$ cat src/neuron_consts.svh
// Spiking neuron constants
// Widths, fixed-point precision, integrate-and-fire thresholds
// and the fixed memory map of the programmable registers

`ifndef NEURON_CONSTS_SVH
`define NEURON_CONSTS_SVH

// Weight table and datapath widths
`define NEUR_TABLE_ROWS  8
`define NEUR_IDX_BW      8
`define NEUR_WEIGHT_BW   7
`define NEUR_WEIGHT_FRAC 2
`define NEUR_CURRENT_BW  9
`define NEUR_V_FRAC      10
`define NEUR_V_BW        (`NEUR_V_FRAC + 9)
`define NEUR_CNTR_BW     6
`define NEUR_CNTR_RST    40

// Memory write port
`define NEUR_ADDR_BW     5
`define NEUR_DATA_BW     18
`define NEUR_ADDR_CCUR   0
`define NEUR_ADDR_STEP   1
// Table region, even offset = index, odd offset = weight
`define NEUR_ADDR_TABLE  2

// Integrate-and-fire model, whole units
`define NEUR_V_RST       (-70)
`define NEUR_V_SPIKE     30
`define NEUR_V_AFTER     (-65)
`define NEUR_V_FLOOR     (-256)
`define NEUR_LEAK_BIAS   8

`endif

$ cat src/neuron_pkg.sv
// Neuron shared types
// Signed fixed-point words used between the neuron blocks

`default_nettype none

`include "neuron_consts.svh"

package neuron_pkg;

    // Synaptic and bias current, WEIGHT_FRAC fraction bits
    typedef logic signed [`NEUR_CURRENT_BW-1:0] current_t;

    // Table weight, same fraction as the current
    typedef logic signed [`NEUR_WEIGHT_BW-1:0] weight_t;

    // Membrane potential v, V_FRAC fraction bits
    typedef logic signed [`NEUR_V_BW-1:0] membrane_t;

endpackage

`default_nettype wire

$ cat src/membrane_if.sv
// Integrate-and-fire membrane
// Holds the writable bias current and the membrane potential v
// Spike decision is combinational during the evaluate cycle

`timescale 1ns/10ps
`default_nettype none

`include "neuron_consts.svh"

module membrane_if (
    input  logic                       clk,
    input  logic                       rst,
    input  logic                       nc_reset,
    input  logic                       nc_evaluate,
    input  logic                       mem_we,
    input  logic [`NEUR_ADDR_BW-1:0]   mem_addr,
    input  logic [`NEUR_DATA_BW-1:0]   mem_data,
    input  neuron_pkg::current_t       syn_current,
    output logic                       spiking,
    output neuron_pkg::membrane_t      v_out
);

    neuron_pkg::current_t  ccur;
    neuron_pkg::current_t  total_cur;
    neuron_pkg::membrane_t v;
    neuron_pkg::membrane_t v_nxt;

    // One bit of headroom over v for the update
    logic signed [`NEUR_CURRENT_BW+`NEUR_V_FRAC:0] drive;
    logic signed [`NEUR_CURRENT_BW+`NEUR_V_FRAC:0] delta;
    logic signed [`NEUR_V_FRAC+6:0]               leak;
    logic signed [`NEUR_V_BW:0]                   cand_raw;
    logic signed [`NEUR_V_BW:0]                   cand;
    logic signed [`NEUR_V_BW:0]                   v_floor;

    // Bias current register
    always_ff @(posedge clk) begin
        if (rst)
            ccur <= '0;
        else if (mem_we && mem_addr == `NEUR_ADDR_BW'(`NEUR_ADDR_CCUR))
            ccur <= neuron_pkg::current_t'(mem_data[`NEUR_CURRENT_BW-1:0]);
    end

    // --------------------
    // Membrane update
    // --------------------
    assign total_cur = ccur + syn_current;

    // Current aligned to v precision minus the constant bias
    assign drive = ($bits(drive)'(total_cur) <<< (`NEUR_V_FRAC - `NEUR_WEIGHT_FRAC))
                   - $bits(drive)'(`NEUR_LEAK_BIAS <<< `NEUR_V_FRAC);

    // Roughly 0.148 * v
    assign leak  = $bits(leak)'((v >>> 3) + (v >>> 6) + (v >>> 7));
    assign delta = drive - $bits(delta)'(leak);

    // Step of one quarter
    assign cand_raw = $bits(cand_raw)'(v) + (delta >>> 2);
    assign v_floor  = $bits(v_floor)'(`NEUR_V_FLOOR <<< `NEUR_V_FRAC);
    assign cand     = (cand_raw < v_floor) ? v_floor : cand_raw;

    // Whole part above threshold while evaluating
    assign spiking = nc_evaluate && ((cand >>> `NEUR_V_FRAC) > `NEUR_V_SPIKE);
    assign v_nxt   = spiking ? neuron_pkg::membrane_t'(`NEUR_V_AFTER <<< `NEUR_V_FRAC)
                             : neuron_pkg::membrane_t'(cand[`NEUR_V_BW-1:0]);

    always_ff @(posedge clk) begin
        if (rst || nc_reset)
            v <= neuron_pkg::membrane_t'(`NEUR_V_RST <<< `NEUR_V_FRAC);
        else if (nc_evaluate)
            v <= v_nxt;
    end

    assign v_out = v;

endmodule

`default_nettype wire

$ cat src/neuron_top.sv
// Spiking neuron, one hidden-layer integrate-and-fire unit
// Synaptic input, membrane model and output lengthening

`timescale 1ns/10ps
`default_nettype none

`include "neuron_consts.svh"

module neuron_top (
    input  logic                       clk,
    input  logic                       rst,
    input  logic                       nc_evaluate,
    input  logic                       nc_reset,
    input  logic                       nc_warmup,
    input  logic                       spike_in_valid,
    input  logic [`NEUR_IDX_BW-1:0]    spike_in_index,
    input  logic                       spike_ready,
    input  logic                       mem_we,
    input  logic [`NEUR_ADDR_BW-1:0]   mem_addr,
    input  logic [`NEUR_DATA_BW-1:0]   mem_data,
    output logic                       neur_output,
    output logic                       spike_valid,
    output neuron_pkg::membrane_t      v_out
);

    // Synaptic current into the membrane
    neuron_pkg::current_t syn_current;

    synapse_table u_synapse_table (
        .clk            (clk),
        .rst            (rst),
        .nc_reset       (nc_reset),
        .spike_in_valid (spike_in_valid),
        .spike_in_index (spike_in_index),
        .mem_we         (mem_we),
        .mem_addr       (mem_addr),
        .mem_data       (mem_data),
        .syn_current    (syn_current)
    );

    // Spike decision feeds the stretcher and the output evaluator
    membrane_if u_membrane_if (
        .clk         (clk),
        .rst         (rst),
        .nc_reset    (nc_reset),
        .nc_evaluate (nc_evaluate),
        .mem_we      (mem_we),
        .mem_addr    (mem_addr),
        .mem_data    (mem_data),
        .syn_current (syn_current),
        .spiking     (neur_output),
        .v_out       (v_out)
    );

    spike_stretcher u_spike_stretcher (
        .clk         (clk),
        .rst         (rst),
        .nc_reset    (nc_reset),
        .nc_evaluate (nc_evaluate),
        .nc_warmup   (nc_warmup),
        .spiking     (neur_output),
        .spike_ready (spike_ready),
        .mem_we      (mem_we),
        .mem_addr    (mem_addr),
        .mem_data    (mem_data),
        .spike_valid (spike_valid)
    );

endmodule

`default_nettype wire

$ cat src/spike_stretcher.sv
// Output spike lengthening
// Writable step length, step counter and output level
// Announces a high level once per evaluation until granted

`timescale 1ns/10ps
`default_nettype none

`include "neuron_consts.svh"

module spike_stretcher (
    input  logic                       clk,
    input  logic                       rst,
    input  logic                       nc_reset,
    input  logic                       nc_evaluate,
    input  logic                       nc_warmup,
    input  logic                       spiking,
    input  logic                       spike_ready,
    input  logic                       mem_we,
    input  logic [`NEUR_ADDR_BW-1:0]   mem_addr,
    input  logic [`NEUR_DATA_BW-1:0]   mem_data,
    output logic                       spike_valid
);

    logic [`NEUR_CNTR_BW-1:0] step_len;
    logic [`NEUR_CNTR_BW-1:0] step_cntr;
    logic [`NEUR_CNTR_BW-1:0] cntr_nxt;
    logic                     level;
    logic                     level_nxt;
    logic                     announce;

    // Step length register
    always_ff @(posedge clk) begin
        if (rst)
            step_len <= `NEUR_CNTR_BW'(`NEUR_CNTR_RST);
        else if (mem_we && mem_addr == `NEUR_ADDR_BW'(`NEUR_ADDR_STEP))
            step_len <= mem_data[`NEUR_CNTR_BW-1:0];
    end

    // --------------------
    // Counter and level
    // --------------------
    // Reload on spike, otherwise count down to zero
    always_comb begin
        cntr_nxt = step_cntr;
        if (spiking)
            cntr_nxt = step_len;
        else if (|step_cntr)
            cntr_nxt = step_cntr - `NEUR_CNTR_BW'(1);
    end

    // Set on a fresh spike or on the last count
    // A spike during a running count only holds the level
    assign level_nxt = (spiking && ~|step_cntr)
                       || (!spiking && step_cntr == `NEUR_CNTR_BW'(1))
                       || (!spike_ready && level);

    always_ff @(posedge clk) begin
        if (rst || nc_reset) begin
            level     <= 1'b0;
            step_cntr <= '0;
        end else if ((nc_evaluate && !nc_warmup) || spike_ready) begin
            level     <= level_nxt;
            step_cntr <= cntr_nxt;
        end
    end

    // Announcement flag
    // Grant clears ahead of evaluate
    always_ff @(posedge clk) begin
        if (rst || spike_ready)
            announce <= 1'b0;
        else if (nc_evaluate)
            announce <= 1'b1;
    end

    assign spike_valid = level & announce;

endmodule

`default_nettype wire

$ cat src/synapse_table.sv
// Synaptic input block
// Addressable weight table with per-row sign bits
// Registers the incoming spike index, matches it against all rows
// and accumulates the matching weights into the synaptic current

`timescale 1ns/10ps
`default_nettype none

`include "neuron_consts.svh"

module synapse_table (
    input  logic                       clk,
    input  logic                       rst,
    input  logic                       nc_reset,
    input  logic                       spike_in_valid,
    input  logic [`NEUR_IDX_BW-1:0]    spike_in_index,
    input  logic                       mem_we,
    input  logic [`NEUR_ADDR_BW-1:0]   mem_addr,
    input  logic [`NEUR_DATA_BW-1:0]   mem_data,
    output neuron_pkg::current_t       syn_current
);

    // Table rows
    logic [`NEUR_IDX_BW-1:0] table_i [`NEUR_TABLE_ROWS];
    neuron_pkg::weight_t     table_w [`NEUR_TABLE_ROWS];
    logic [`NEUR_TABLE_ROWS-1:0] table_s;

    // Registered spike input
    logic [`NEUR_IDX_BW-1:0] idx_d;
    logic                    vld_d;

    logic [`NEUR_TABLE_ROWS-1:0] row_match;
    neuron_pkg::current_t        cur_nxt;

    // Table write decode
    logic [`NEUR_ADDR_BW-1:0]            tbl_off;
    logic                                tbl_we;
    logic [$clog2(`NEUR_TABLE_ROWS)-1:0] wr_row;

    // --------------------
    // Memory writes
    // --------------------
    assign tbl_off = mem_addr - `NEUR_ADDR_BW'(`NEUR_ADDR_TABLE);
    assign tbl_we  = mem_we && (mem_addr >= `NEUR_ADDR_BW'(`NEUR_ADDR_TABLE))
                     && (tbl_off < `NEUR_ADDR_BW'(2 * `NEUR_TABLE_ROWS));
    // Two addresses per row
    assign wr_row  = tbl_off[$clog2(`NEUR_TABLE_ROWS):1];

    always_ff @(posedge clk) begin
        if (rst) begin
            for (int r = 0; r < `NEUR_TABLE_ROWS; r++) begin
                table_i[r] <= '0;
                table_w[r] <= '0;
            end
        end else if (tbl_we) begin
            if (!tbl_off[0])
                table_i[wr_row] <= mem_data[`NEUR_IDX_BW-1:0];
            else
                table_w[wr_row] <= neuron_pkg::weight_t'(mem_data[`NEUR_WEIGHT_BW-1:0]);
        end
    end

    // --------------------
    // Spike input and current
    // --------------------
    // One comparator per row, against the flopped index only
    always_comb begin
        for (int r = 0; r < `NEUR_TABLE_ROWS; r++)
            row_match[r] = vld_d && (idx_d == table_i[r]);
    end

    // Sign bit clear adds, set subtracts
    always_comb begin
        cur_nxt = syn_current;
        for (int r = 0; r < `NEUR_TABLE_ROWS; r++) begin
            if (row_match[r]) begin
                if (!table_s[r])
                    cur_nxt = cur_nxt + neuron_pkg::current_t'(table_w[r]);
                else
                    cur_nxt = cur_nxt - neuron_pkg::current_t'(table_w[r]);
            end
        end
    end

    // Table contents survive nc_reset
    always_ff @(posedge clk) begin
        if (rst || nc_reset) begin
            idx_d       <= '0;
            vld_d       <= 1'b0;
            table_s     <= '0;
            syn_current <= '0;
        end else begin
            vld_d <= spike_in_valid;
            if (spike_in_valid)
                idx_d <= spike_in_index;
            // Current moves only on a registered spike
            if (vld_d) begin
                syn_current <= cur_nxt;
                table_s     <= table_s ^ row_match;
            end
        end
    end

endmodule

`default_nettype wire

$ cat config.mk
export PLATFORM = sky130hd
export DESIGN_NAME = neuron_top
export DESIGN_NICKNAME = d
export VERILOG_FILES = /design/src/neuron_pkg.sv /design/src/membrane_if.sv /design/src/neuron_top.sv /design/src/spike_stretcher.sv /design/src/synapse_table.sv
export VERILOG_INCLUDE_DIRS = /design/src /design/src/src
export SDC_FILE = /design/constraint.sdc
export NUM_CORES = 1
export LEC_CHECK = 0
export BUFFER_PORTS_ARGS = -buffer_cell sky130_fd_sc_hd__buf_4
export CAP_MARGIN = 15
export CORE_ASPECT_RATIO = 1.2
export CORE_MARGIN = 4
export CORE_UTILIZATION = 30
export DETAILED_ROUTE_END_ITERATION = 7
export GPL_TIMING_DRIVEN = 0
export PLACE_DENSITY = 0.44
export SLEW_MARGIN = 20
export SYNTH_ARGS = -nofsm -noshare
export SYNTH_HDL_FRONTEND = slang
export SYNTH_SLANG_ARGS = --single-unit
$ cat constraint.sdc
create_clock -name clk -period 10.4 [get_ports clk]
set_clock_uncertainty 0.1 [all_clocks]
set_input_delay 2.08 -clock clk [delete_from_list [all_inputs] [get_ports clk]]
set_output_delay 2.08 -clock clk [all_outputs]
set_load 0.01 [all_outputs]
Yosys cells after proc, flatten, opt, wreduce, memory -nomap -nowiden:

Memory sizes are Yosys's and may differ from the RTL's.
Cells that the tools add are included.

* input bits: 39
* memories: 2
* register bits: 68
* logic and storage cells: 120
* bits in writable memories: 120

Memory list
* u_synapse_table.table_i: words 8, width 8, rd ports 8, clocked after Yosys merged registers in 0, write ports 8, line synapse_table.sv:24 `` logic [`NEUR_IDX_BW-1:0] table_i [`NEUR_TABLE_ROWS]; ``
* u_synapse_table.table_w: words 8, width 7, rd ports 8, clocked after Yosys merged registers in 0, write ports 8, line synapse_table.sv:25 `` neuron_pkg::weight_t table_w [`NEUR_TABLE_ROWS]; ``

* reductions and logical operators: 32
* magnitude comparators: 4
* muxes and demuxes: 36
* eq/ne operators: 10
* add/subtract/negate cells: 24
* bitwise logic cells: 2

Operators by type and width (count)
* two-way mux 9 bit: 16
* adder 9 x 7 -> 9 bit: 8
* subtractor 9 x 7 -> 9 bit: 8
* == test 8 bit: 8
* adder 19 x 18 -> 20 bit: 1
* less-than comparator 20 x 19 -> 1 bit (second input constant): 1
* two-way mux 20 bit: 1
* two-way mux 19 bit: 1
* subtractor 18 x 17 -> 19 bit: 1
* subtractor 17 x 15 -> 18 bit (second input constant): 1
* adder 16 x 13 -> 17 bit: 1
* adder 17 x 12 -> 17 bit: 1
* logical AND 1 bit: 17
* two-way mux 1 bit: 12
* two-way mux 6 bit: 2
* greater-than comparator 10 x 6 -> 1 bit (second input constant): 1
* adder 9 bit: 1
* two-way mux 8 bit: 1
* OR reduction 8 bit: 1
* XOR 8 bit: 1
* two-way mux 7 bit: 1
* OR reduction 7 bit: 1
* == test 6 x 1 -> 1 bit (second input constant): 1
* two-way mux 3 bit: 2
* other kinds (12): 19

Longest topological paths before layout:

Gate-level depths: netlist (run 1).
An unclocked memory read counts as a cell.

* depth in word-level cells: 25
* depth in mapped cells: 51
* mapped depth without buffers: 51

Modules after synthesis:

A second synthesis (run 1) with hierarchy kept.

* cell total of the unflattened synthesis: 1677
* area total of the unflattened synthesis: 15562.4 sq um

By module, submodules not included
* synapse_table: sequential area each 4124.0 sq um, cells an instance 1116, area each 10915.5 sq um, instances 1
* membrane_if: sequential area each 560.5 sq um, cells an instance 474, area each 3883.7 sq um, instances 1
* spike_stretcher: sequential area each 280.3 sq um, cells an instance 87, area each 763.2 sq um, instances 1

Worst setup path after synthesis (run 1):

Ideal clock, no wire load.

* path type: reg2reg
* start: register u_synapse_table.idx_d[5]
* end: register u_synapse_table.syn_current[8]
* slack: 0.835 ns
* arrival time: 9.341 ns
* data required time: 10.177 ns
* cell stages (with the launch flop): 50
* buffers on the path: 2
* setup time: 0.123 ns
* period minus slack after synthesis: 9.565 ns
* path through: dfxtp_1 > buf_6 > xnor2_1 > nand3_1 > nor3_4 > clkbuf_1 > o21ai_0 > ha_1 > fa_1 > a21oi_1 > inv_1 > fa_1 > nor2_1 > a21oi_1 > inv_1 > ha_1 > nor2b_1 > o21ai_0 > (+14 left out) > ha_1 > inv_1 > nor2_1 > nor2_1 > xnor2_1 > nand2_1 > xor2_1 > ha_1 > a21oi_1 > a21oi_1 > xor2_1 > nand2_1 > xnor2_1 > xnor2_1 > xnor2_1 > xnor2_1 > xnor2_1 > mux2_1

* word-level cells in the longest chain between the ends: 24

RTL lines
* start: declaration: line synapse_table.sv:29 `` logic [`NEUR_IDX_BW-1:0] idx_d; ``
* start signal: assignment: line synapse_table.sv:95 `idx_d <= spike_in_index;`
* == test 8 bit: line synapse_table.sv:69 `row_match[r] = vld_d && (idx_d == table_i[r]);`
* logical AND 1 bit: line synapse_table.sv:69
* two-way mux 9 bit: line synapse_table.sv:76 `if (row_match[r]) begin`
* adder 9 x 7 -> 9 bit or subtractor 9 x 7 -> 9 bit (tied branches): line synapse_table.sv:78, synapse_table.sv:80
* two-way mux 9 bit: line synapse_table.sv:77 `if (!table_s[r])`
* two-way mux 9 bit: line synapse_table.sv:76
* adder 9 x 7 -> 9 bit or subtractor 9 x 7 -> 9 bit (tied branches): line synapse_table.sv:78, synapse_table.sv:80
* two-way mux 9 bit: line synapse_table.sv:77
* (+8 left out)
* two-way mux 9 bit: line synapse_table.sv:77
* two-way mux 9 bit: line synapse_table.sv:76
* adder 9 x 7 -> 9 bit or subtractor 9 x 7 -> 9 bit (tied branches): line synapse_table.sv:78, synapse_table.sv:80
* two-way mux 9 bit: line synapse_table.sv:77
* two-way mux 9 bit: line synapse_table.sv:76
* adder 9 x 7 -> 9 bit or subtractor 9 x 7 -> 9 bit (tied branches): line synapse_table.sv:78, synapse_table.sv:80
* two-way mux 9 bit: line synapse_table.sv:77
* two-way mux 9 bit *: line synapse_table.sv:76
* end signal: assignment: line synapse_table.sv:98 `syn_current <= cur_nxt;`
* end: declaration: line synapse_table.sv:20 `output neuron_pkg::current_t syn_current`

Mark *: on every way between the ends. The rest lies on a longest branch, timed or not.
A chain may end at the register's enable or synchronous reset.

Worst setup path after layout (run 1):

* start: register u_synapse_table.idx_d[6]
* end: register u_synapse_table.syn_current[8]

Same word-level chain as after synthesis.

==> reports/metrics.yaml, run 1 <==
yosys:
  syn_area_per_cell_um2: 9.287
  synthCells: 1660
  synth.largest_area_cell: "edfxtp_1"
  ys.flop_type: "edfxtp_1"
  synthArstFlopShare_pct: 0
  synth_edf_count: 120
  synthTopCellsByArea: "edfxtp_1 23%, ha_1 11%, dfxtp_1 8.8%, xnor2_1 8.5%, and2_1 4.8%"
  synth-seq-cells: 188
  synth_warnings: 0
  seq_area_frac_synth_pct: 32.21
  synth_nets: 1868
  yosysUniqueCellTypes: 76
  synth_area_um2: 15420
  synth_top_area_share_pct: 23.37
clock_tree:
  h-tree-depth: 4
  clockRootBuffer: "clkbuf_16"
  cts_tree: "done"
  postCtsHoldBufs: 0
  cts.path.max_buffers: 2
  cts_inserted_buffers: 17
  cts_sinks: 188
  clk_pin_slew_ns: 0.09
  clkLatencyLatePin_ns: 0.46
status:
  status: "complete, no violations"
worst_setup_path:
  startpoint_type: "register"
  crit_type: "reg2reg"
  cp_top_family: "compound AO/OA/AOI/OAI gates"
  worstPathMaxFanout: 9
  crit_top_cell: "xnor2_2"
  end_kind: "register"
  worstPathRequired_ns: 10.64
  slowest_delay_ns: 0.46
  cp.arrival_ns: 10.18
  crit_slowest_cell: "fa_1"
  critPathBufInv: 4
cells_and_area:
  fill_cells: 5208
  most-common-layout-cells: "171 x nor2_1, 140 x xnor2_1, 131 x ha_1, 124 x inv_1, 120 x edfxtp_1"
  final_common_cell: "nor2_1"
  area_delta_synth_final_pct: 16.50
  final_cells: 2414
  nets: 1961
  drive_above_1_share_pct: 14.38
  fin_util_pct: 35.52
timing:
  whs_ns: 0.3696
  drv_slew: 0
  post-route-min-period_ns: 9.943
  period_share_pct: 95.61
  rsz0062_at_grt: "true"
  slew_headroom_pct: 22.85
  postLayoutSetupSlackWorst_ns: 0.4567
  clock.fmax_mhz: 100.6
  hold_viol: 0
  tightest_slew_ns: 1.151
  setup_viol: 0
routing:
  ant_nets: 0
  vias_per_cell: 4.911
  vias: 11860
  avgRoutedWirePerCell_um: 18.10
  drt_iter0_drc: 477
  dr.pass1.iters: 5
  routed_wl_mm: 43.69
  drc_errors: 0
worst_hold_path:
  hold_path_class: "reg2reg"
global_routing:
  grt_first_pass_wirelength_mm: 66.92
  grt_pass1_vias: 11610
  grt_overflow_total: 0
  antenna_found_initial: 4
  grtUsageTotal_pct: 15.62
  grt_max_degree: 23
power_and_ir_drop:
  power_density_nw_per_um2: 265.3
  ir_worst_vdd_uv: 393.3
  p_leak_uw: 0.007327
run:
  cap_violations: 0
placement:
  io_buffers: 49
  place.gp.congestion: 0.8081
  dpl.hpwl_mm: 33.45
  pre_cts_ws_ns: -1.401
  dp_cells: 2354
floorplan:
  initial_utilization_pct: 30.49
  io-pin-count: 60
  dieHeight_um: 256.3
  core_um2: 50560
  rows: 90
  die_w_um: 214.9
  die_area_um2: 55090
==> cells by family after synthesis <==
kind of cell               synth area share (%)
AOI/OAI and AO/OA                         13.25
xor gates and xnor gates                  11.79
adders and majority gates                 15.19
buffers and inverters                     4.618
DFF                                       32.21
muxes                                     4.862
and+or+nand+nor                           18.08
==> flip-flops by register name, indices dropped and copies added, names as in the netlist <==
| register | cells |
|---|---|
| u_synapse_table.syn_current | 9 |
| u_spike_stretcher.announce | 1 |
| u_synapse_table.table_s | 8 |
| u_membrane_if.v_out | 19 |
| u_synapse_table.table_w | 56 |
| u_spike_stretcher.step_len | 6 |
| u_synapse_table.vld_d | 1 |
| u_synapse_table.table_i | 64 |
| u_spike_stretcher.step_cntr | 6 |
| u_synapse_table.idx_d | 8 |
| u_spike_stretcher.level | 1 |
| u_membrane_if.ccur | 9 |
==> Yosys cell counts, types with 12 or more instances <==
library cell	number
nor2_1	171
xnor2_1	149
ha_1	140
inv_1	125
edfxtp_1	120
and2_1	119
a21oi_1	89
nand2_1	79
dfxtp_1	68
o21ai_0	54
mux2i_1	43
nor3_1	42
xor2_1	40
clkbuf_1	35
fa_1	29
a21o_1	27
mux2_2	26
nand3_1	23
or2_2	20
a31oi_1	18
nand2b_1	16
nor2b_1	16
o21bai_1	16
o21a_1	14
nand4_1	12
==> stage by stage <==
step           cell area [um2]  setup TNS [ns]  total power, uW
6_report                 17960               0             4765
4_1_cts                  17490         -0.1327             4729
5_1_grt                  17960        -0.08668             5250
3_5_place_dp             16610          -1.401             3960
3_3_place_gp             16590          -1.311             3951
2_1_floorplan            15420               0             3249
==> worst paths after layout <==
check	startpoint	endpoint	slack, ns	depth (start not counted)
setup / recovery	u_synapse_table.idx_d[6]$_SDFFE_PP0P_	u_synapse_table.syn_current[8]$_SDFFE_PP0P_	0.46	47
hold / removal	u_spike_stretcher.level$_SDFFE_PP0P_	u_spike_stretcher.level$_SDFFE_PP0P_	0.37	2
setup reg to reg	u_synapse_table.idx_d[6]$_SDFFE_PP0P_	u_synapse_table.syn_current[8]$_SDFFE_PP0P_	0.46	47
hold reg to reg	u_spike_stretcher.level$_SDFFE_PP0P_	u_spike_stretcher.level$_SDFFE_PP0P_	0.37	2
==> power breakdown <==
| part | leakage [uW] | total (uW) | switching (uW) | internal, uW |
|---|---|---|---|---|
| Sequential | 0.00169 | 908 | 56.7 | 851 |
| Clock | 0.000315 | 718 | 359 | 359 |
| Combinational | 0.00532 | 3140 | 1810 | 1330 |
==> final cells by class <==
class,count,area (um2),share of cell area (%)
Multi-Input combinational cell,1297,10170,56.65
Sequential cell,188,4966,27.65
Clock buffer,17,425.4,2.369
Clock inverter,15,230.2,1.282
Tap cell,644,805.8,4.487
Buffer,48,310.3,1.728
Antenna cell,4,10.01,0.05573
Timing Repair Buffer,76,568.0,3.163
Inverter,125,469.2,2.613
==> tightest hold or removal path, stage by stage (launching register included) <==
cell and delay (ns):
dfxtp_1 0.32, nand2b_1 0.06, a21oi_1 0.05
==> per-layer routing <==
metal  share of wire (%)  GRT usage (%)
met2                  49          27.18
met3                 2.1          1.765
met1                  46          20.37
met5                   0              0
met4                 2.2          4.792
==> timing repair <==
action,in CTS,in global routing
setup buffers,10,16
pin swaps,12,31
endpoints found under the setup margin,2,2
gates cloned,0,0
resized for setup,32,78
(Power assumes the default switching activity.)
==> inputs of run 2 (changes only) <==
- ABC_AREA: unset -> 1
- CAP_MARGIN: 15 -> 10
- CTS_CLUSTER_DIAMETER: unset -> 150
==> run 2 against run 1 <==
  * Largest cell class unchanged
  * Global-route usage increased by 1.2 points
  * Sequential power decreased by 0.8%
  * Clock power decreased by 5.0%
  * Area after synthesis increased by 3.4%
  * Flip-flop and latch count unchanged
  * Non-clock buffer count decreased by 31
  * Synthesized cell count increased by 28%
  * Die area increased by 3.3%
  * Count of clock-buffer cells in the layout increased by 3
  * Utilization decreased by 1.6 points
  * Combinational power decreased by 44%
  * Cell area decreased by 0.71%
==> reports/metrics.yaml, run 2 <==
clock_tree:
  cts_tree: "done"
  cts_inserted_buffers: 17
  postCtsHoldBufs: 0
  h-tree-depth: 4
  post_cts_buffers: 0
  clkLatencyLatePin_ns: 0.45
  clockRootBuffer: "clkbuf_16"
  cts.path.max_buffers: 2
  clk_pin_slew_ns: 0.07
  cts_sinks: 188
cells_and_area:
  largest_reg_flops: 64
  nets: 2409
  drive_above_1_share_pct: 9.666
  area_delta_synth_final_pct: 11.83
  fill_cells: 5721
  final_common_cell: "nand2_1"
  most-common-layout-cells: "399 x nand2_1, 310 x inv_1, 271 x nor2_1, 142 x a21oi_1, 140 x ha_1"
  regMostFlops: "u_synapse_table.table_i"
  final_area_um2: 17830
  fin_util_pct: 33.90
power_and_ir_drop:
  p_leak_uw: 0.008482
  p_total_uw: 3358
  power_density_nw_per_um2: 188.3
  ir_worst_vdd_uv: 182.5
placement:
  place.gp.congestion: 0.8211
  dpl.hpwl_mm: 37.63
  place_area_um2: 17200
  io_buffers: 49
run:
  cap_violations: 0
timing:
  rsz0062_at_grt: "false"
  period_share_pct: 90.91
  slew_headroom_pct: 31.93
  setup_viol: 0
  fin_tns_setup_ns: 0
  tightest_slew_ns: 1.021
  hold_viol: 0
  drv_slew: 0
  clock.fmax_mhz: 105.8
  post-route-min-period_ns: 9.454
routing:
  vias: 13740
  drc_errors: 0
  drt_iter0_drc: 757
  avgRoutedWirePerCell_um: 16.22
  vias_per_cell: 4.704
  ant_nets: 0
  dr.pass1.iters: 5
  routed_wl_mm: 47.35
worst_setup_path:
  crit_slowest_cell: "fa_1"
  worstPathMaxFanout: 10
  worstPathRequired_ns: 10.61
  slowest_delay_ns: 0.46
  cp_top_family: "adder cells"
  critPathBufInv: 10
  crit-reg2reg-launch: "u_synapse_table.idx_d[0]$_SDFFE_PP0P_"
  end_kind: "register"
  crit_type: "reg2reg"
  startpoint_type: "register"
  crit_path_start: "u_synapse_table.idx_d[0]$_SDFFE_PP0P_"
  crit_top_cell: "nand2_1"
  cp.arrival_ns: 9.66
worst_hold_path:
  worst_hold_startpoint: "u_spike_stretcher.level$_SDFFE_PP0P_"
  hold_path_class: "reg2reg"
yosys:
  seq_area_frac_synth_pct: 31.14
  synth_area_um2: 15950
  synth_warnings: 0
  synthCells: 2133
  synth.top_cells.by_count: "399 x nand2_1, 311 x inv_1, 273 x nor2_1"
  syn_area_per_cell_um2: 7.476
  synthTopCellsByArea: "edfxtp_1 23%, ha_1 11%, nand2_1 9.4%, dfxtp_1 8.5%, inv_1 7.3%"
  synth_most_common_cell: "nand2_1"
  synthArstFlopShare_pct: 0
  ys.flop_type: "edfxtp_1"
  synth-seq-cells: 188
  synth_edf_count: 120
  synth_top_area_share_pct: 22.60
  synth_nets: 2341
  synth.largest_area_cell: "edfxtp_1"
  yosysUniqueCellTypes: 61
floorplan:
  dieHeight_um: 260.6
  core_um2: 52610
  initial_utilization_pct: 30.31
  io-pin-count: 60
  die_area_um2: 56920
  rows: 92
  die_w_um: 218.5
global_routing:
  grtUsageTotal_pct: 16.78
  grt_overflow_total: 0
  grt_max_degree: 17
  grt_first_pass_wirelength_mm: 74.10
  grt_pass1_vias: 13490
  antenna_found_initial: 0
status:
  status: "complete, no violations"
run 2: power by group:
| part | leakage (uW) | switching (uW) | internal, uW | total, uW |
|---|---|---|---|---|
| Combinational | 0.00649 | 1080 | 692 | 1770 |
| Clock | 0.000296 | 306 | 376 | 682 |
| Sequential | 0.00169 | 52.4 | 849 | 901 |
| Total | 0.00848 | 1440 | 1920 | 3360 |
run 2: worst paths after layout:
kind	cells after the start	to	slack (ns)
setup / recovery	56	u_synapse_table.syn_current[8]$_SDFFE_PP0P_	0.95
hold / removal	2	u_spike_stretcher.level$_SDFFE_PP0P_	0.37
hold reg to reg	2	u_spike_stretcher.level$_SDFFE_PP0P_	0.37
setup reg to reg	56	u_synapse_table.syn_current[8]$_SDFFE_PP0P_	0.95
run 2: layout make-up:
cell class                      count  area, um2  share of cell area, %
Timing Repair Buffer               49      367.9                  2.063
Multi-Input combinational cell   1565       9519                  53.38
Inverter                          336       1270                  7.122
Clock buffer                       20      466.7                  2.617
Antenna cell                        1      2.502                0.01403
Sequential cell                   188       4969                  27.86
Buffer                             44      219.0                  1.228
Clock inverter                     12      136.4                 0.7648
Tap cell                          705      882.1                  4.947
run 2: routing by layer:
layer  global-route usage [%]  part of all wire [%]
met5                        0                     0
met4                    3.635                   1.4
met3                    1.898                   2.4
met2                    30.22                    50
met1                    21.62                    46
run 2: worst reg2reg max path, delay by kind of cell, from the launching register on:
kind | cells | cell delay, ns
compound gates | 15 | 2.28
fa+ha+maj | 8 | 2.68
simple gates | 19 | 2.18
buf+inv | 10 | 0.99
xor+xnor | 4 | 0.77
flops | 1 | 0.31
run 2: cell families (layout without fill, tap and decap cells):
logic type	count (synthesis)	after routing	synth area share, %
buffers and inverters	380	461	9.299
flip-flops	188	188	31.14
other	0	1	0
XOR/XNOR	115	115	6.317
adder cells (fa/ha/maj)	169	169	14.63
AO/OA/AOI/OAI	365	365	12.92
AND/OR/NAND/NOR	916	916	25.71
run 2: stage by stage:
step | hold slack (ns) | worst slack (ns) | cells
floorplan | 0.3408 | 2.256 | 2133
global placement | 0.3674 | 0.2103 | 2887
detailed placement | 0.3671 | 0.1393 | 2887
CTS | 0.3782 | 0.1166 | 2919
global route | 0.4162 | 0.01195 | 2919
finish | 0.3732 | 0.9456 | 2920
run 2: timing repair:
action                                  4_1_cts  5_1_grt
gates resized for setup                       0       21
endpoints found under the hold margin         0        0
endpoints found under the setup margin        0        1
